===== config.mk =====
export PLATFORM = sky130hd
export DESIGN_NAME = posit_alu_top
export DESIGN_NICKNAME = d
export VERILOG_FILES = /design/src/source/posit_pkg.sv /design/src/source/handle_special_or_trivial.sv /design/src/source/posit_alu_top.sv /design/src/source/posit_apb_regs.sv /design/src/source/posit_decode_stage.sv /design/src/source/posit_encode_stage.sv /design/src/source/posit_mul_stage.sv
export SDC_FILE = /design/constraint.sdc
export NUM_CORES = 1
export LEC_CHECK = 0
export BUFFER_PORTS_ARGS = -buffer_cell sky130_fd_sc_hd__buf_2
export CAP_MARGIN = 20
export CORE_UTILIZATION = 65
export CTS_CLUSTER_DIAMETER = 80
export CTS_CLUSTER_SIZE = 24
export DETAILED_ROUTE_END_ITERATION = 16
export HOLD_SLACK_MARGIN = 0.05
export PLACE_DENSITY = 0.85
export SETUP_SLACK_MARGIN = 0.05
export SLEW_MARGIN = 20
export SYNTH_ARGS = -nofsm -noshare
export SYNTH_HDL_FRONTEND = slang
export SYNTH_SLANG_ARGS = --single-unit

===== constraint.sdc =====
create_clock -name clk -period 8.7 [get_ports clk]
set_input_delay 0.87 -clock clk [delete_from_list [all_inputs] [get_ports clk]]
set_output_delay 0.87 -clock clk [all_outputs]
set_load 0.02 [all_outputs]

===== src/source/posit_pkg.sv =====
package posit_pkg;

    // ~~~~~~~~~~~~~~~~~~~~~~~~~~~~~~~~~~~~~~~~~~~~~~~~~~~~~~~~~~~~~~~~~~~~~~
    // Operation codes.
    // ~~~~~~~~~~~~~~~~~~~~~~~~~~~~~~~~~~~~~~~~~~~~~~~~~~~~~~~~~~~~~~~~~~~~~~
    localparam int OP_SIZE = 2;

    localparam logic [OP_SIZE-1:0] MUL = 2'd0;
    localparam logic [OP_SIZE-1:0] ADD = 2'd1;
    localparam logic [OP_SIZE-1:0] SUB = 2'd2;
    localparam logic [OP_SIZE-1:0] DIV = 2'd3;

    // ~~~~~~~~~~~~~~~~~~~~~~~~~~~~~~~~~~~~~~~~~~~~~~~~~~~~~~~~~~~~~~~~~~~~~~
    // APB register map.
    // ~~~~~~~~~~~~~~~~~~~~~~~~~~~~~~~~~~~~~~~~~~~~~~~~~~~~~~~~~~~~~~~~~~~~~~
    localparam logic [4:0] ADDR_OPA    = 5'h00;
    localparam logic [4:0] ADDR_OPB    = 5'h04;
    localparam logic [4:0] ADDR_CTRL   = 5'h08;  // Op code in bits 1:0.
    localparam logic [4:0] ADDR_RESULT = 5'h0C;
    localparam logic [4:0] ADDR_STATUS = 5'h10;

    // Bit positions in the STATUS word.
    localparam int STAT_BUSY  = 0;
    localparam int STAT_DONE  = 1;
    localparam int STAT_UNSUP = 2;

endpackage


===== src/source/handle_special_or_trivial.sv =====
`timescale 1ns/1ps

module handle_special_or_trivial import posit_pkg::*; #(
    parameter int N = 8
) (
    input  logic [OP_SIZE-1:0] op,
    input  logic [N-1:0]       p1_in,
    input  logic [N-1:0]       p2_in,
    output logic [N-1:0]       pout
);

    localparam logic [N-1:0] ZERO = '0;
    localparam logic [N-1:0] NAR  = {1'b1, {(N-1){1'b0}}};

    // Only meaningful when one operand is zero or NaR.
    always_comb begin
        if (p1_in == NAR || p2_in == NAR) begin
            pout = NAR;
        end else begin
            case (op)
                MUL: begin
                    pout = ZERO;  // Zero times anything finite.
                end
                ADD: begin
                    pout = (p1_in == ZERO) ? p2_in : p1_in;
                end
                SUB: begin
                    // Negation is the two's complement of the word.
                    if (p1_in == ZERO) begin
                        pout = -p2_in;
                    end else begin
                        pout = p1_in;
                    end
                end
                DIV: begin
                    if (p2_in == ZERO) begin
                        pout = NAR;
                    end else begin
                        pout = ZERO;
                    end
                end
                default: begin
                    pout = NAR;
                end
            endcase
        end
    end

endmodule


===== src/source/posit_alu_top.sv =====
`timescale 1ns/1ps

module posit_alu_top import posit_pkg::*; #(
    parameter int N = 8
) (
    input  logic        clk,
    input  logic        rst,
    input  logic        psel,
    input  logic        penable,
    input  logic        pwrite,
    input  logic [4:0]  paddr,
    input  logic [31:0] pwdata,
    output logic [31:0] prdata,
    output logic        pready
);

    localparam int SW = $clog2(N) + 2;
    localparam int FW = N - 2;

    logic                 start;
    logic [OP_SIZE-1:0]   op;
    logic [N-1:0]         opa;
    logic [N-1:0]         opb;

    logic                 d_valid;
    logic [OP_SIZE-1:0]   d_op;
    logic [N-1:0]         d_opa;
    logic [N-1:0]         d_opb;
    logic                 d_special;
    logic [1:0]           d_sign;
    logic signed [SW-1:0] d_scale_a;
    logic signed [SW-1:0] d_scale_b;
    logic [FW-1:0]        d_frac_a;
    logic [FW-1:0]        d_frac_b;

    logic                 m_valid;
    logic [OP_SIZE-1:0]   m_op;
    logic [N-1:0]         m_opa;
    logic [N-1:0]         m_opb;
    logic                 m_special;
    logic                 m_sign;
    logic signed [SW-1:0] m_scale;
    logic [2*FW-1:0]      m_frac;

    logic                 res_valid;
    logic [N-1:0]         res;
    logic                 unsup;

    posit_apb_regs #(
        .N(N)
    ) i_regs (
        .clk       (clk),
        .rst       (rst),
        .psel      (psel),
        .penable   (penable),
        .pwrite    (pwrite),
        .paddr     (paddr),
        .pwdata    (pwdata),
        .prdata    (prdata),
        .pready    (pready),
        .start     (start),
        .op        (op),
        .opa       (opa),
        .opb       (opb),
        .res_valid (res_valid),
        .res       (res),
        .unsup     (unsup)
    );

    // Stage 1.
    posit_decode_stage #(
        .N(N)
    ) i_decode (
        .clk       (clk),
        .rst       (rst),
        .start     (start),
        .op        (op),
        .opa       (opa),
        .opb       (opb),
        .d_valid   (d_valid),
        .d_op      (d_op),
        .d_opa     (d_opa),
        .d_opb     (d_opb),
        .d_special (d_special),
        .d_sign    (d_sign),
        .d_scale_a (d_scale_a),
        .d_scale_b (d_scale_b),
        .d_frac_a  (d_frac_a),
        .d_frac_b  (d_frac_b)
    );

    // Stage 2.
    posit_mul_stage #(
        .N(N)
    ) i_mul (
        .clk       (clk),
        .rst       (rst),
        .d_valid   (d_valid),
        .d_op      (d_op),
        .d_opa     (d_opa),
        .d_opb     (d_opb),
        .d_special (d_special),
        .d_sign    (d_sign),
        .d_scale_a (d_scale_a),
        .d_scale_b (d_scale_b),
        .d_frac_a  (d_frac_a),
        .d_frac_b  (d_frac_b),
        .m_valid   (m_valid),
        .m_op      (m_op),
        .m_opa     (m_opa),
        .m_opb     (m_opb),
        .m_special (m_special),
        .m_sign    (m_sign),
        .m_scale   (m_scale),
        .m_frac    (m_frac)
    );

    // Stage 3.
    posit_encode_stage #(
        .N(N)
    ) i_encode (
        .clk       (clk),
        .rst       (rst),
        .m_valid   (m_valid),
        .m_op      (m_op),
        .m_opa     (m_opa),
        .m_opb     (m_opb),
        .m_special (m_special),
        .m_sign    (m_sign),
        .m_scale   (m_scale),
        .m_frac    (m_frac),
        .res_valid (res_valid),
        .res       (res),
        .unsup     (unsup)
    );

endmodule


===== src/source/posit_apb_regs.sv =====
`timescale 1ns/1ps

module posit_apb_regs import posit_pkg::*; #(
    parameter int N = 8
) (
    input  logic               clk,
    input  logic               rst,

    input  logic               psel,
    input  logic               penable,
    input  logic               pwrite,
    input  logic [4:0]         paddr,
    input  logic [31:0]        pwdata,
    output logic [31:0]        prdata,
    output logic               pready,

    output logic               start,
    output logic [OP_SIZE-1:0] op,
    output logic [N-1:0]       opa,
    output logic [N-1:0]       opb,

    input  logic               res_valid,
    input  logic [N-1:0]       res,
    input  logic               unsup
);

    logic         wr_en;
    logic         ctrl_wr;
    logic         busy;
    logic         done;
    logic         unsup_flag;
    logic [N-1:0] result_q;

    assign pready  = 1'b1;  // No wait states.
    assign wr_en   = psel && penable && pwrite;
    assign ctrl_wr = wr_en && (paddr == ADDR_CTRL);

    // Operand registers.
    always_ff @(posedge clk) begin
        if (wr_en && paddr == ADDR_OPA) begin
            opa <= pwdata[N-1:0];
        end
        if (wr_en && paddr == ADDR_OPB) begin
            opb <= pwdata[N-1:0];
        end
    end

    // ~~~~~~~~~~~~~~~~~~~~~~~~~~~~~~~~~~~~~~~~~~~~~~~~~~~~~~~~~~~~~~~~~~~~~~
    // Start pulse, busy rule and result capture.
    // ~~~~~~~~~~~~~~~~~~~~~~~~~~~~~~~~~~~~~~~~~~~~~~~~~~~~~~~~~~~~~~~~~~~~~~
    always_ff @(posedge clk) begin
        if (rst) begin
            start      <= 1'b0;
            op         <= MUL;
            busy       <= 1'b0;
            done       <= 1'b0;
            unsup_flag <= 1'b0;
            result_q   <= '0;
        end else begin
            start <= 1'b0;
            if (ctrl_wr && !busy) begin  // A CTRL write while busy is dropped.
                start      <= 1'b1;
                op         <= pwdata[OP_SIZE-1:0];
                busy       <= 1'b1;
                done       <= 1'b0;
                unsup_flag <= 1'b0;
            end
            if (res_valid) begin
                result_q   <= res;
                unsup_flag <= unsup;
                busy       <= 1'b0;
                done       <= 1'b1;
            end
        end
    end

    // Read mux.
    always_comb begin
        prdata = '0;
        case (paddr)
            ADDR_OPA:    prdata[N-1:0] = opa;
            ADDR_OPB:    prdata[N-1:0] = opb;
            ADDR_CTRL:   prdata[OP_SIZE-1:0] = op;
            ADDR_RESULT: prdata[N-1:0] = result_q;  // Zero-extended.
            ADDR_STATUS: begin
                prdata[STAT_BUSY]  = busy;
                prdata[STAT_DONE]  = done;
                prdata[STAT_UNSUP] = unsup_flag;
            end
            default:     prdata = '0;
        endcase
    end

endmodule


===== src/source/posit_decode_stage.sv =====
`timescale 1ns/1ps

module posit_decode_stage import posit_pkg::*; #(
    parameter  int N  = 8,
    localparam int SW = $clog2(N) + 2,
    localparam int FW = N - 2
) (
    input  logic                clk,
    input  logic                rst,
    input  logic                start,
    input  logic [OP_SIZE-1:0]  op,
    input  logic [N-1:0]        opa,
    input  logic [N-1:0]        opb,

    output logic                d_valid,
    output logic [OP_SIZE-1:0]  d_op,
    output logic [N-1:0]        d_opa,
    output logic [N-1:0]        d_opb,
    output logic                d_special,
    output logic [1:0]          d_sign,     // {sign a, sign b}.
    output logic signed [SW-1:0] d_scale_a,
    output logic signed [SW-1:0] d_scale_b,
    output logic [FW-1:0]       d_frac_a,   // Hidden bit at the top.
    output logic [FW-1:0]       d_frac_b
);

    localparam logic [N-1:0] ZERO = '0;
    localparam logic [N-1:0] NAR  = {1'b1, {(N-1){1'b0}}};

    logic [SW-1:0] scale_a;
    logic [SW-1:0] scale_b;
    logic [FW-1:0] frac_a;
    logic [FW-1:0] frac_b;
    logic          special;

    // Splits a posit into scale and fraction, es = 0.
    function automatic logic [SW+FW-1:0] unpack(input logic [N-1:0] p);
        logic [N-1:0]  mag;
        logic [N-2:0]  body;
        logic [SW-1:0] run;
        logic [SW-1:0] scale;
        logic          stop;
        mag  = p[N-1] ? -p : p;
        run  = '0;
        stop = 1'b0;
        for (int i = N - 2; i >= 0; i--) begin
            if (!stop && mag[i] == mag[N-2]) begin
                run = run + 1'b1;
            end else begin
                stop = 1'b1;
            end
        end
        scale = mag[N-2] ? run - 1'b1 : -run;
        body  = mag[N-2:0] << (run + 1'b1);  // Drop regime and terminator.
        return {scale, 1'b1, body[N-2 -: FW-1]};
    endfunction

    assign {scale_a, frac_a} = unpack(opa);
    assign {scale_b, frac_b} = unpack(opb);

    assign special = (opa == ZERO) || (opa == NAR) || (opb == ZERO) || (opb == NAR);

    always_ff @(posedge clk) begin
        if (rst) begin
            d_valid <= 1'b0;
        end else begin
            d_valid <= start;
        end
    end

    always_ff @(posedge clk) begin
        d_op      <= op;
        d_opa     <= opa;
        d_opb     <= opb;
        d_special <= special;
        d_sign    <= {opa[N-1], opb[N-1]};
        d_scale_a <= scale_a;
        d_scale_b <= scale_b;
        d_frac_a  <= frac_a;
        d_frac_b  <= frac_b;
    end

endmodule


===== src/source/posit_encode_stage.sv =====
`timescale 1ns/1ps

module posit_encode_stage import posit_pkg::*; #(
    parameter  int N  = 8,
    localparam int SW = $clog2(N) + 2,
    localparam int FW = N - 2
) (
    input  logic                 clk,
    input  logic                 rst,

    input  logic                 m_valid,
    input  logic [OP_SIZE-1:0]   m_op,
    input  logic [N-1:0]         m_opa,
    input  logic [N-1:0]         m_opb,
    input  logic                 m_special,
    input  logic                 m_sign,
    input  logic signed [SW-1:0] m_scale,
    input  logic [2*FW-1:0]      m_frac,

    output logic                 res_valid,
    output logic [N-1:0]         res,
    output logic                 unsup
);

    localparam logic [N-1:0] NAR  = {1'b1, {(N-1){1'b0}}};
    localparam int           MAXS = N - 2;
    localparam int           EW   = 2 * FW + N - 1;

    logic [N-1:0]  pout;
    logic [SW-1:0] sh;
    logic [EW-1:0] seed;
    logic [EW-1:0] ext;
    logic [N-2:0]  top;
    logic          guard;
    logic          sticky;
    logic          round_up;
    logic [N-2:0]  mag;
    logic [N-1:0]  mul_res;

    handle_special_or_trivial #(
        .N(N)
    ) i_special (
        .op    (m_op),
        .p1_in (m_opa),
        .p2_in (m_opb),
        .pout  (pout)
    );

    // ~~~~~~~~~~~~~~~~~~~~~~~~~~~~~~~~~~~~~~~~~~~~~~~~~~~~~~~~~~~~~~~~~~~~~~
    // Regime and fraction build, then round to nearest even.
    // ~~~~~~~~~~~~~~~~~~~~~~~~~~~~~~~~~~~~~~~~~~~~~~~~~~~~~~~~~~~~~~~~~~~~~~
    always_comb begin
        sh   = m_scale[SW-1] ? ~m_scale : m_scale;  // -s-1 or s.
        seed = {(m_scale[SW-1] ? 2'b01 : 2'b10), m_frac[2*FW-2:0], {(N-2){1'b0}}};
        if (m_scale[SW-1]) begin
            ext = seed >> sh;       // Run of zeros, then a one.
        end else begin
            ext = ~((~seed) >> sh); // Run of ones, then a zero.
        end
        top      = ext[EW-1 -: N-1];
        guard    = ext[EW-N];
        sticky   = |ext[EW-N-1:0];
        round_up = guard && (sticky || top[0]);
        if (m_scale > MAXS) begin
            mag = '1;                   // Maxpos.
        end else if (m_scale < -MAXS) begin
            mag = {{(N-2){1'b0}}, 1'b1}; // Minpos.
        end else begin
            mag = top + round_up;
        end
        mul_res = m_sign ? -{1'b0, mag} : {1'b0, mag};
    end

    always_ff @(posedge clk) begin
        if (rst) begin
            res_valid <= 1'b0;
            unsup     <= 1'b0;
        end else begin
            res_valid <= m_valid;
            unsup     <= m_valid && !m_special && (m_op != MUL);
        end
    end

    always_ff @(posedge clk) begin
        if (m_special) begin
            res <= pout;
        end else if (m_op == MUL) begin
            res <= mul_res;
        end else begin
            res <= NAR;  // ADD, SUB and DIV of ordinary values.
        end
    end

endmodule


===== src/source/posit_mul_stage.sv =====
`timescale 1ns/1ps

module posit_mul_stage import posit_pkg::*; #(
    parameter  int N  = 8,
    localparam int SW = $clog2(N) + 2,
    localparam int FW = N - 2
) (
    input  logic                 clk,
    input  logic                 rst,

    input  logic                 d_valid,
    input  logic [OP_SIZE-1:0]   d_op,
    input  logic [N-1:0]         d_opa,
    input  logic [N-1:0]         d_opb,
    input  logic                 d_special,
    input  logic [1:0]           d_sign,
    input  logic signed [SW-1:0] d_scale_a,
    input  logic signed [SW-1:0] d_scale_b,
    input  logic [FW-1:0]        d_frac_a,
    input  logic [FW-1:0]        d_frac_b,

    output logic                 m_valid,
    output logic [OP_SIZE-1:0]   m_op,
    output logic [N-1:0]         m_opa,
    output logic [N-1:0]         m_opb,
    output logic                 m_special,
    output logic                 m_sign,
    output logic signed [SW-1:0] m_scale,
    output logic [2*FW-1:0]      m_frac    // Normalized, hidden bit at the top.
);

    logic [2*FW-1:0]      prod;
    logic signed [SW-1:0] scale_sum;
    logic                 ovf;

    assign prod      = d_frac_a * d_frac_b;  // Value in [1, 4).
    assign ovf       = prod[2*FW-1];
    assign scale_sum = d_scale_a + d_scale_b;

    always_ff @(posedge clk) begin
        if (rst) begin
            m_valid <= 1'b0;
        end else begin
            m_valid <= d_valid;
        end
    end

    always_ff @(posedge clk) begin
        m_op      <= d_op;
        m_opa     <= d_opa;
        m_opb     <= d_opb;
        m_special <= d_special;
        m_sign    <= d_sign[1] ^ d_sign[0];
        if (ovf) begin
            m_scale <= scale_sum + 1'b1;  // Product is two or more.
            m_frac  <= prod;
        end else begin
            m_scale <= scale_sum;
            m_frac  <= prod << 1;
        end
    end

endmodule


* Word level (Yosys, flattened, before mapping)
Cells that the tools add are included.
** Operators by class
- $add $sub $neg :: 23
- $mul :: 1
- Div/mod/pow operators :: 0
- Magnitude comparators :: 2
- Eq/ne operators :: 23
- Shift-type cells :: 4
- Muxes and demuxes :: 48
- Bitwise gates (word level) :: 4
- Reduce and logical (&&, ||, !) cells :: 44
** Operators by type and width (count)
- $mux 5 :: 14
- $add 5x1->5 const B :: 12
- $mux 8 :: 7
- $not 19->19 :: 2
- $shr 19x5->19 :: 2
- $eq 8x8->1 const B :: 4
- $logic_not 8->1 :: 4
- $pmux 8 s4 :: 1
- $mux 7 :: 4
- $logic_and 1x1->1 :: 19
- $mux 19 :: 1
- $pmux 5 s3 :: 1
- $mux 1 :: 14
- $neg 7->7 :: 2
- $shl 7x5->7 :: 2
- $eq 1x1->1 :: 12
- $mul 6x6->12 :: 1
- $mux 11 :: 1
- $reduce_or 11->1 :: 1
- $eq 5x4->1 const B :: 2
- $logic_not 1->1 :: 10
- $neg 5->5 :: 2
- $pmux 2 s5 :: 1
- $sub 5x1->5 const B :: 2
- 20 further kinds :: 28
** Word-level totals
- Bits in registers :: 119
- Latch bits :: 0
- Bits in writable memories :: 0
- Bits in read-only memories :: 0
- Bits of input ports :: 42
- Word-level logic and storage cells :: 179
- Memories kept :: 0

* Depth between registers and ports, before layout
- Word-level depth :: 19
- Mapped depth :: 24
- Mapped depth without buffers :: 21

* Hierarchy
A second synthesis with hierarchy kept.
** Second synthesis, totals
- Cells, all modules :: 879
- Area total of the unflattened synthesis :: 8167.8 sq um
** By module, submodules not included
- posit_decode_stage :: instances 1, cells an instance 259, area an instance 2368.5 sq um
- posit_mul_stage :: instances 1, cells an instance 200, area an instance 2244.7 sq um
- posit_encode_stage :: instances 1, cells an instance 233, area an instance 1780.5 sq um
- posit_apb_regs :: instances 1, cells an instance 126, area an instance 1396.3 sq um
- handle_special_or_trivial :: instances 1, cells an instance 61, area an instance 377.9 sq um

* Worst setup path after synthesis
Ideal clock, no wire load.
- Path type :: register to register
- Start :: reg i_decode.d_frac_a[1]
- End :: reg i_mul.m_frac[9]
- Library setup time :: 121 ps
- Data arrival time :: 4376 ps
- Data required time :: 8579 ps
- Slack :: 4203 ps
- Cell stages (with the launch flop) :: 17
- Path buffers :: 1
- Period minus slack after synthesis :: 4497 ps
- Path through :: dfxtp_1 and2_1 fa_1 inv_1 fa_1 fa_1 inv_1 ha_1 a21o_1 a21oi_1 o21bai_1 a21oi_1 o21bai_1 a21oi_1 xnor2_1 clkbuf_1 mux2_2
** Between the ends
- Word-level cells in the longest chain between the ends :: 2
** RTL lines
- start, declared :: RTL line posit_decode_stage.sv:23 : output logic [FW-1:0] d_frac_a,
- start signal, assigned :: RTL line posit_decode_stage.sv:79 : d_frac_a <= frac_a;
- $mul 6x6->12 :: RTL line posit_mul_stage.sv:36 : assign prod = d_frac_a * d_frac_b;
- $mux 11 :: RTL line posit_mul_stage.sv:54 : if (ovf) begin
- end signal, assigned :: RTL line posit_mul_stage.sv:56 : m_frac <= prod;
- end signal, assigned :: RTL line posit_mul_stage.sv:59 : m_frac <= prod << 1;
- end, declared :: RTL line posit_mul_stage.sv:29 : output logic [2*FW-1:0] m_frac
No other way between the ends.
A chain may end at the register's enable or synchronous reset.

* Worst setup path after layout
- Start :: reg i_regs.opb[0]
- End :: reg i_decode.d_frac_b[4]
** Between the ends
- Word-level cells in the longest chain between the ends :: 19
- Elaborated cells between the ends (all ways) :: 35
- Those cells by class :: add/sub: 7; eq/ne: 6; shift: 1; mux: 12; reduce/logical: 9
** RTL lines
- start, declared :: RTL line posit_apb_regs.sv:20 : output logic [N-1:0] opb,
- start signal, assigned :: RTL line posit_apb_regs.sv:44 : opb <= pwdata[N-1:0];
- $neg 7->7 :: RTL line posit_decode_stage.sv:43 : mag = p[N-1] ? -p : p;
- $mux 7 (*) :: RTL line posit_decode_stage.sv:43
- branches (longest 16 deep; another with $add 5x1->5)
- $shl 7x5->7 (*) :: RTL line posit_decode_stage.sv:54 : body = mag[N-2:0] << (run + 1'b1);
- end signal, assigned :: RTL line posit_decode_stage.sv:80 : d_frac_b <= frac_b;
- end, declared :: RTL line posit_decode_stage.sv:24 : output logic [FW-1:0] d_frac_b
Mark *: on every way between the ends.

==> reports/summary.txt <==
Final setup fails: 0
Ant. Diodes: 0
Synth Area in Compound Gates: 17.0%
Comb pwr share: 21.1%
Wire per inst: 18.0 um
Iter 0 DRT Violations: 490
Remaining DRCs: 0
Post-DRT Antenna Nets: 0
Data required, critical path: 9.00 ns
Hold Vio Cnt, Final: 0
Hold WC Path Type: flop to flop
Status: completed
RSZ-0062 raised after global routing: false
Min cycle time layout: 5.09 ns
Layout cells sized above 1: 10.9%
Vias in the first global route: 6072
Simple-Gate Fraction of Synth Area: 16.5%
Postcts setup bufs: 0
DIE HEIGHT: 109 um
H-tree levels: 4
GP Congestion: 0.890
Worst skew pair latency: 0.41 ns
Top-Level Pins: 75
Max Freq: 196 MHz
R2R cell count: 21
CP max FO: 11
Switch share: 28.9%
R2R setup slack: 3.61 ns
Synth Area in XOR/XNOR: 6.56%
Period utilization: 58.5%
FP Rows: 38
Post-synth EDFFs: 16
Crit Path Class: flop to flop
Total track usage: 31.9%
Ys async rst share: 0%
Hold buffer count at cts: 0
Largest net degree at the start of global routing: 29
Global-route wire length before repair: 29600 um
Top_reg_cell synth: dfxtp_1
Starting Density: 67.7%
Mapped Area: 0.00747 mm2
Hold depth: 0
Post-synthesis sequential area ratio: 33.5%
Post-DR vias/cell: 6.32
Die area: 0.0119 mm2
Total number of vias: 6158
Core ar.: 0.0110 mm2
Share of the synthesized area in the top cell type: 27.1%
Post-DP HPWL: 12100 um
CTS tree: built
Psw: 0.475 mW
Clock buffer depth: 2
CTS buffer count: 17
Antenna violations before repair: 0
Die Width: 109 um
Setup TNS Final: 0 ns
Pre-Repair DR Iteration Count: 5
Worst Tran Pin Value: 1.06 ns
Data arrival time of the worst path: 5.39 ns
Most area-consuming cells after synthesis: dfxtp_1 (27%), ha_1 (7.4%), edfxtp_1 (6.4%), fa_1 (4.8%), xnor2_1 (4.6%)
Final core occ: 73.6%
Clock sink count: 117
Final Max Tran Viols: 0
Post-cts sizing count: 0
# port buffers: 25
Cells after Synth: 808
Largest family of logic cells by synthesized area: compound AO/OA/AOI/OAI gates
Cell variety after synth: 86
Root Buffer: clkbuf_16
Mapped Avg Cell Area: 9.25 um2
Worst setup SP type: flop
Dominant cell type by area after synthesis: dfxtp_1
CP Capture Type: flop
Routed WL: 17500 um
Gr ovfl total: 0
Synth warnings: 0
Peak VDD IR: 0.217 mV
Area grow syn2layout: 8.69%
Number of max-cap violations: 0
NumNets Final: 926
Power share of the clock group: 41.3%
Yosys reg bits: 117
Sequential share of power: 37.6%
Leak Pwr: 3.46 nW
Clock Skew: 0.00815 ns
Total power density per cell area: 202 mW/mm2
Worst slew margin: 29.2%
Fill cell count: 753
Post-synthesis mux area share: 6.46%
Internal power: 1.17 mW
Synth Area in Adders: 12.2%
Clock slew at reported path FFs: 0.05 ns
-- worst paths after layout --
kind,start,endpoint
setup / recovery,i_regs.opb[0],i_decode.d_frac_b[4]
hold / removal,i_decode.d_opa[4],i_mul.m_opa[4]
setup reg to reg,i_regs.opb[0],i_decode.d_frac_b[4]
hold reg to reg,i_decode.d_opa[4],i_mul.m_opa[4]
-- power groups by stage --
stage                     registers (mW)  clock network [mW]  logic [mW]
after detailed placement           0.625                   0       0.338
after CTS                          0.615               0.681       0.341
final                              0.617               0.679       0.347
after floorplan                    0.607                   0       0.286
after global routing               0.620               0.704       0.384
after global placement             0.623                   0       0.325
-- metal layers --
layer	global-route usage, %	share of wire [%]
met2	56.3	51
met1	37.4	41
met5	0	0
met3	7.41	5.4
met4	12.0	2.9
-- synth_stat cells (all sizes together), types with 6 or more instances --
cell and count:
dfxtp 101, inv 59, nor2 54, a21oi 46, nand2 45, ha 44, buf 43, xnor2 41
o21ai 34, mux2i 28, and2 22, nor3 22, fa 18, edfxtp 16, clkbuf 14, nand2b 13
o22ai 13, xor2 12, nand3 11, nor2b 11, a211oi 9, nand4 9, nor4 9, a21o 8
mux2 8, nor3b 7, o31ai 7, or4 7, and3 6, o211ai 6, or3 6
-- through the flow --
stage / setup slack (ns) / area (um2) / instances / power (mW) / hold slack (ns)
detailed placement: 3.70 / 7540 / 943 / 0.963 / 0.312
CTS: 3.65 / 8120 / 974 / 1.64 / 0.324
global route: 3.13 / 8120 / 974 / 1.71 / 0.332
floorplan: 4.20 / 7560 / 831 / 0.894 / 0.310
finish: 3.61 / 8120 / 974 / 1.64 / 0.324
global placement: 3.85 / 7540 / 943 / 0.948 / 0.311
-- flip-flops by register name, indices dropped and copies added (netlist names), 2 cells and up --
register and count:
i_decode.d_scale_b 5, i_regs.opa 8, i_encode.res 8, i_decode.d_opb 7, i_regs.result_q 8, i_regs.opb 8
i_mul.m_op 2, i_decode.d_op 2, i_mul.m_opb 8, i_regs.op 2, i_mul.m_frac 11, i_mul.m_scale 5
i_decode.d_opa 8, i_mul.m_opa 8, i_decode.d_frac_a 5, i_decode.d_frac_b 5, i_decode.d_scale_a 5
-- layout by cell type (no fill, tap or decap), drive strengths merged, types with 25 or more instances in the layout --
| master | count |
|---|---|
| o21ai | 34 |
| nor2 | 54 |
| inv | 59 |
| dfxtp | 101 |
| mux2i | 28 |
| buf | 29 |
| ha | 44 |
| a21oi | 46 |
| xnor2 | 41 |
| conb | 25 |
| nand2 | 45 |
-- cell families after synthesis --
logic type,Yosys count
other,2
AOI/OAI and AO/OA,182
adders and majority gates,62
buffers and inverters,117
and+or+nand+nor,234
DFF,117
xor gates and xnor gates,53
muxes,41
-- cell type report --
cell class	count	area (um2)	share of cell area, %
tap	140	175	2.16
sequential	117	2500	30.8
inverter	60	225	2.77
clock buffer	22	475	5.85
multi-input combinational	597	4480	55.2
timing repair buffer	29	155	1.91
clock inverter	9	104	1.28
-- critical path, stage by stage (launching register included) --
cell       delay, ns
edfxtp_1        0.57
inv_1           0.25
ha_1            0.19
or3b_4          0.41
o31ai_4         0.18
xnor2_1         0.21
inv_2           0.28
nand2_1         0.14
o22ai_2         0.28
inv_1           0.09
ha_1            0.29
a21o_1          0.17
ha_1            0.28
nor2_1          0.04
a2bb2oi_1       0.29
inv_1           0.12
ha_1            0.44
inv_1           0.21
nor2_1          0.08
mux2i_1         0.16
o211ai_1        0.12
o211a_1         0.17
Note: power is estimated with default switching activity, not from simulation.
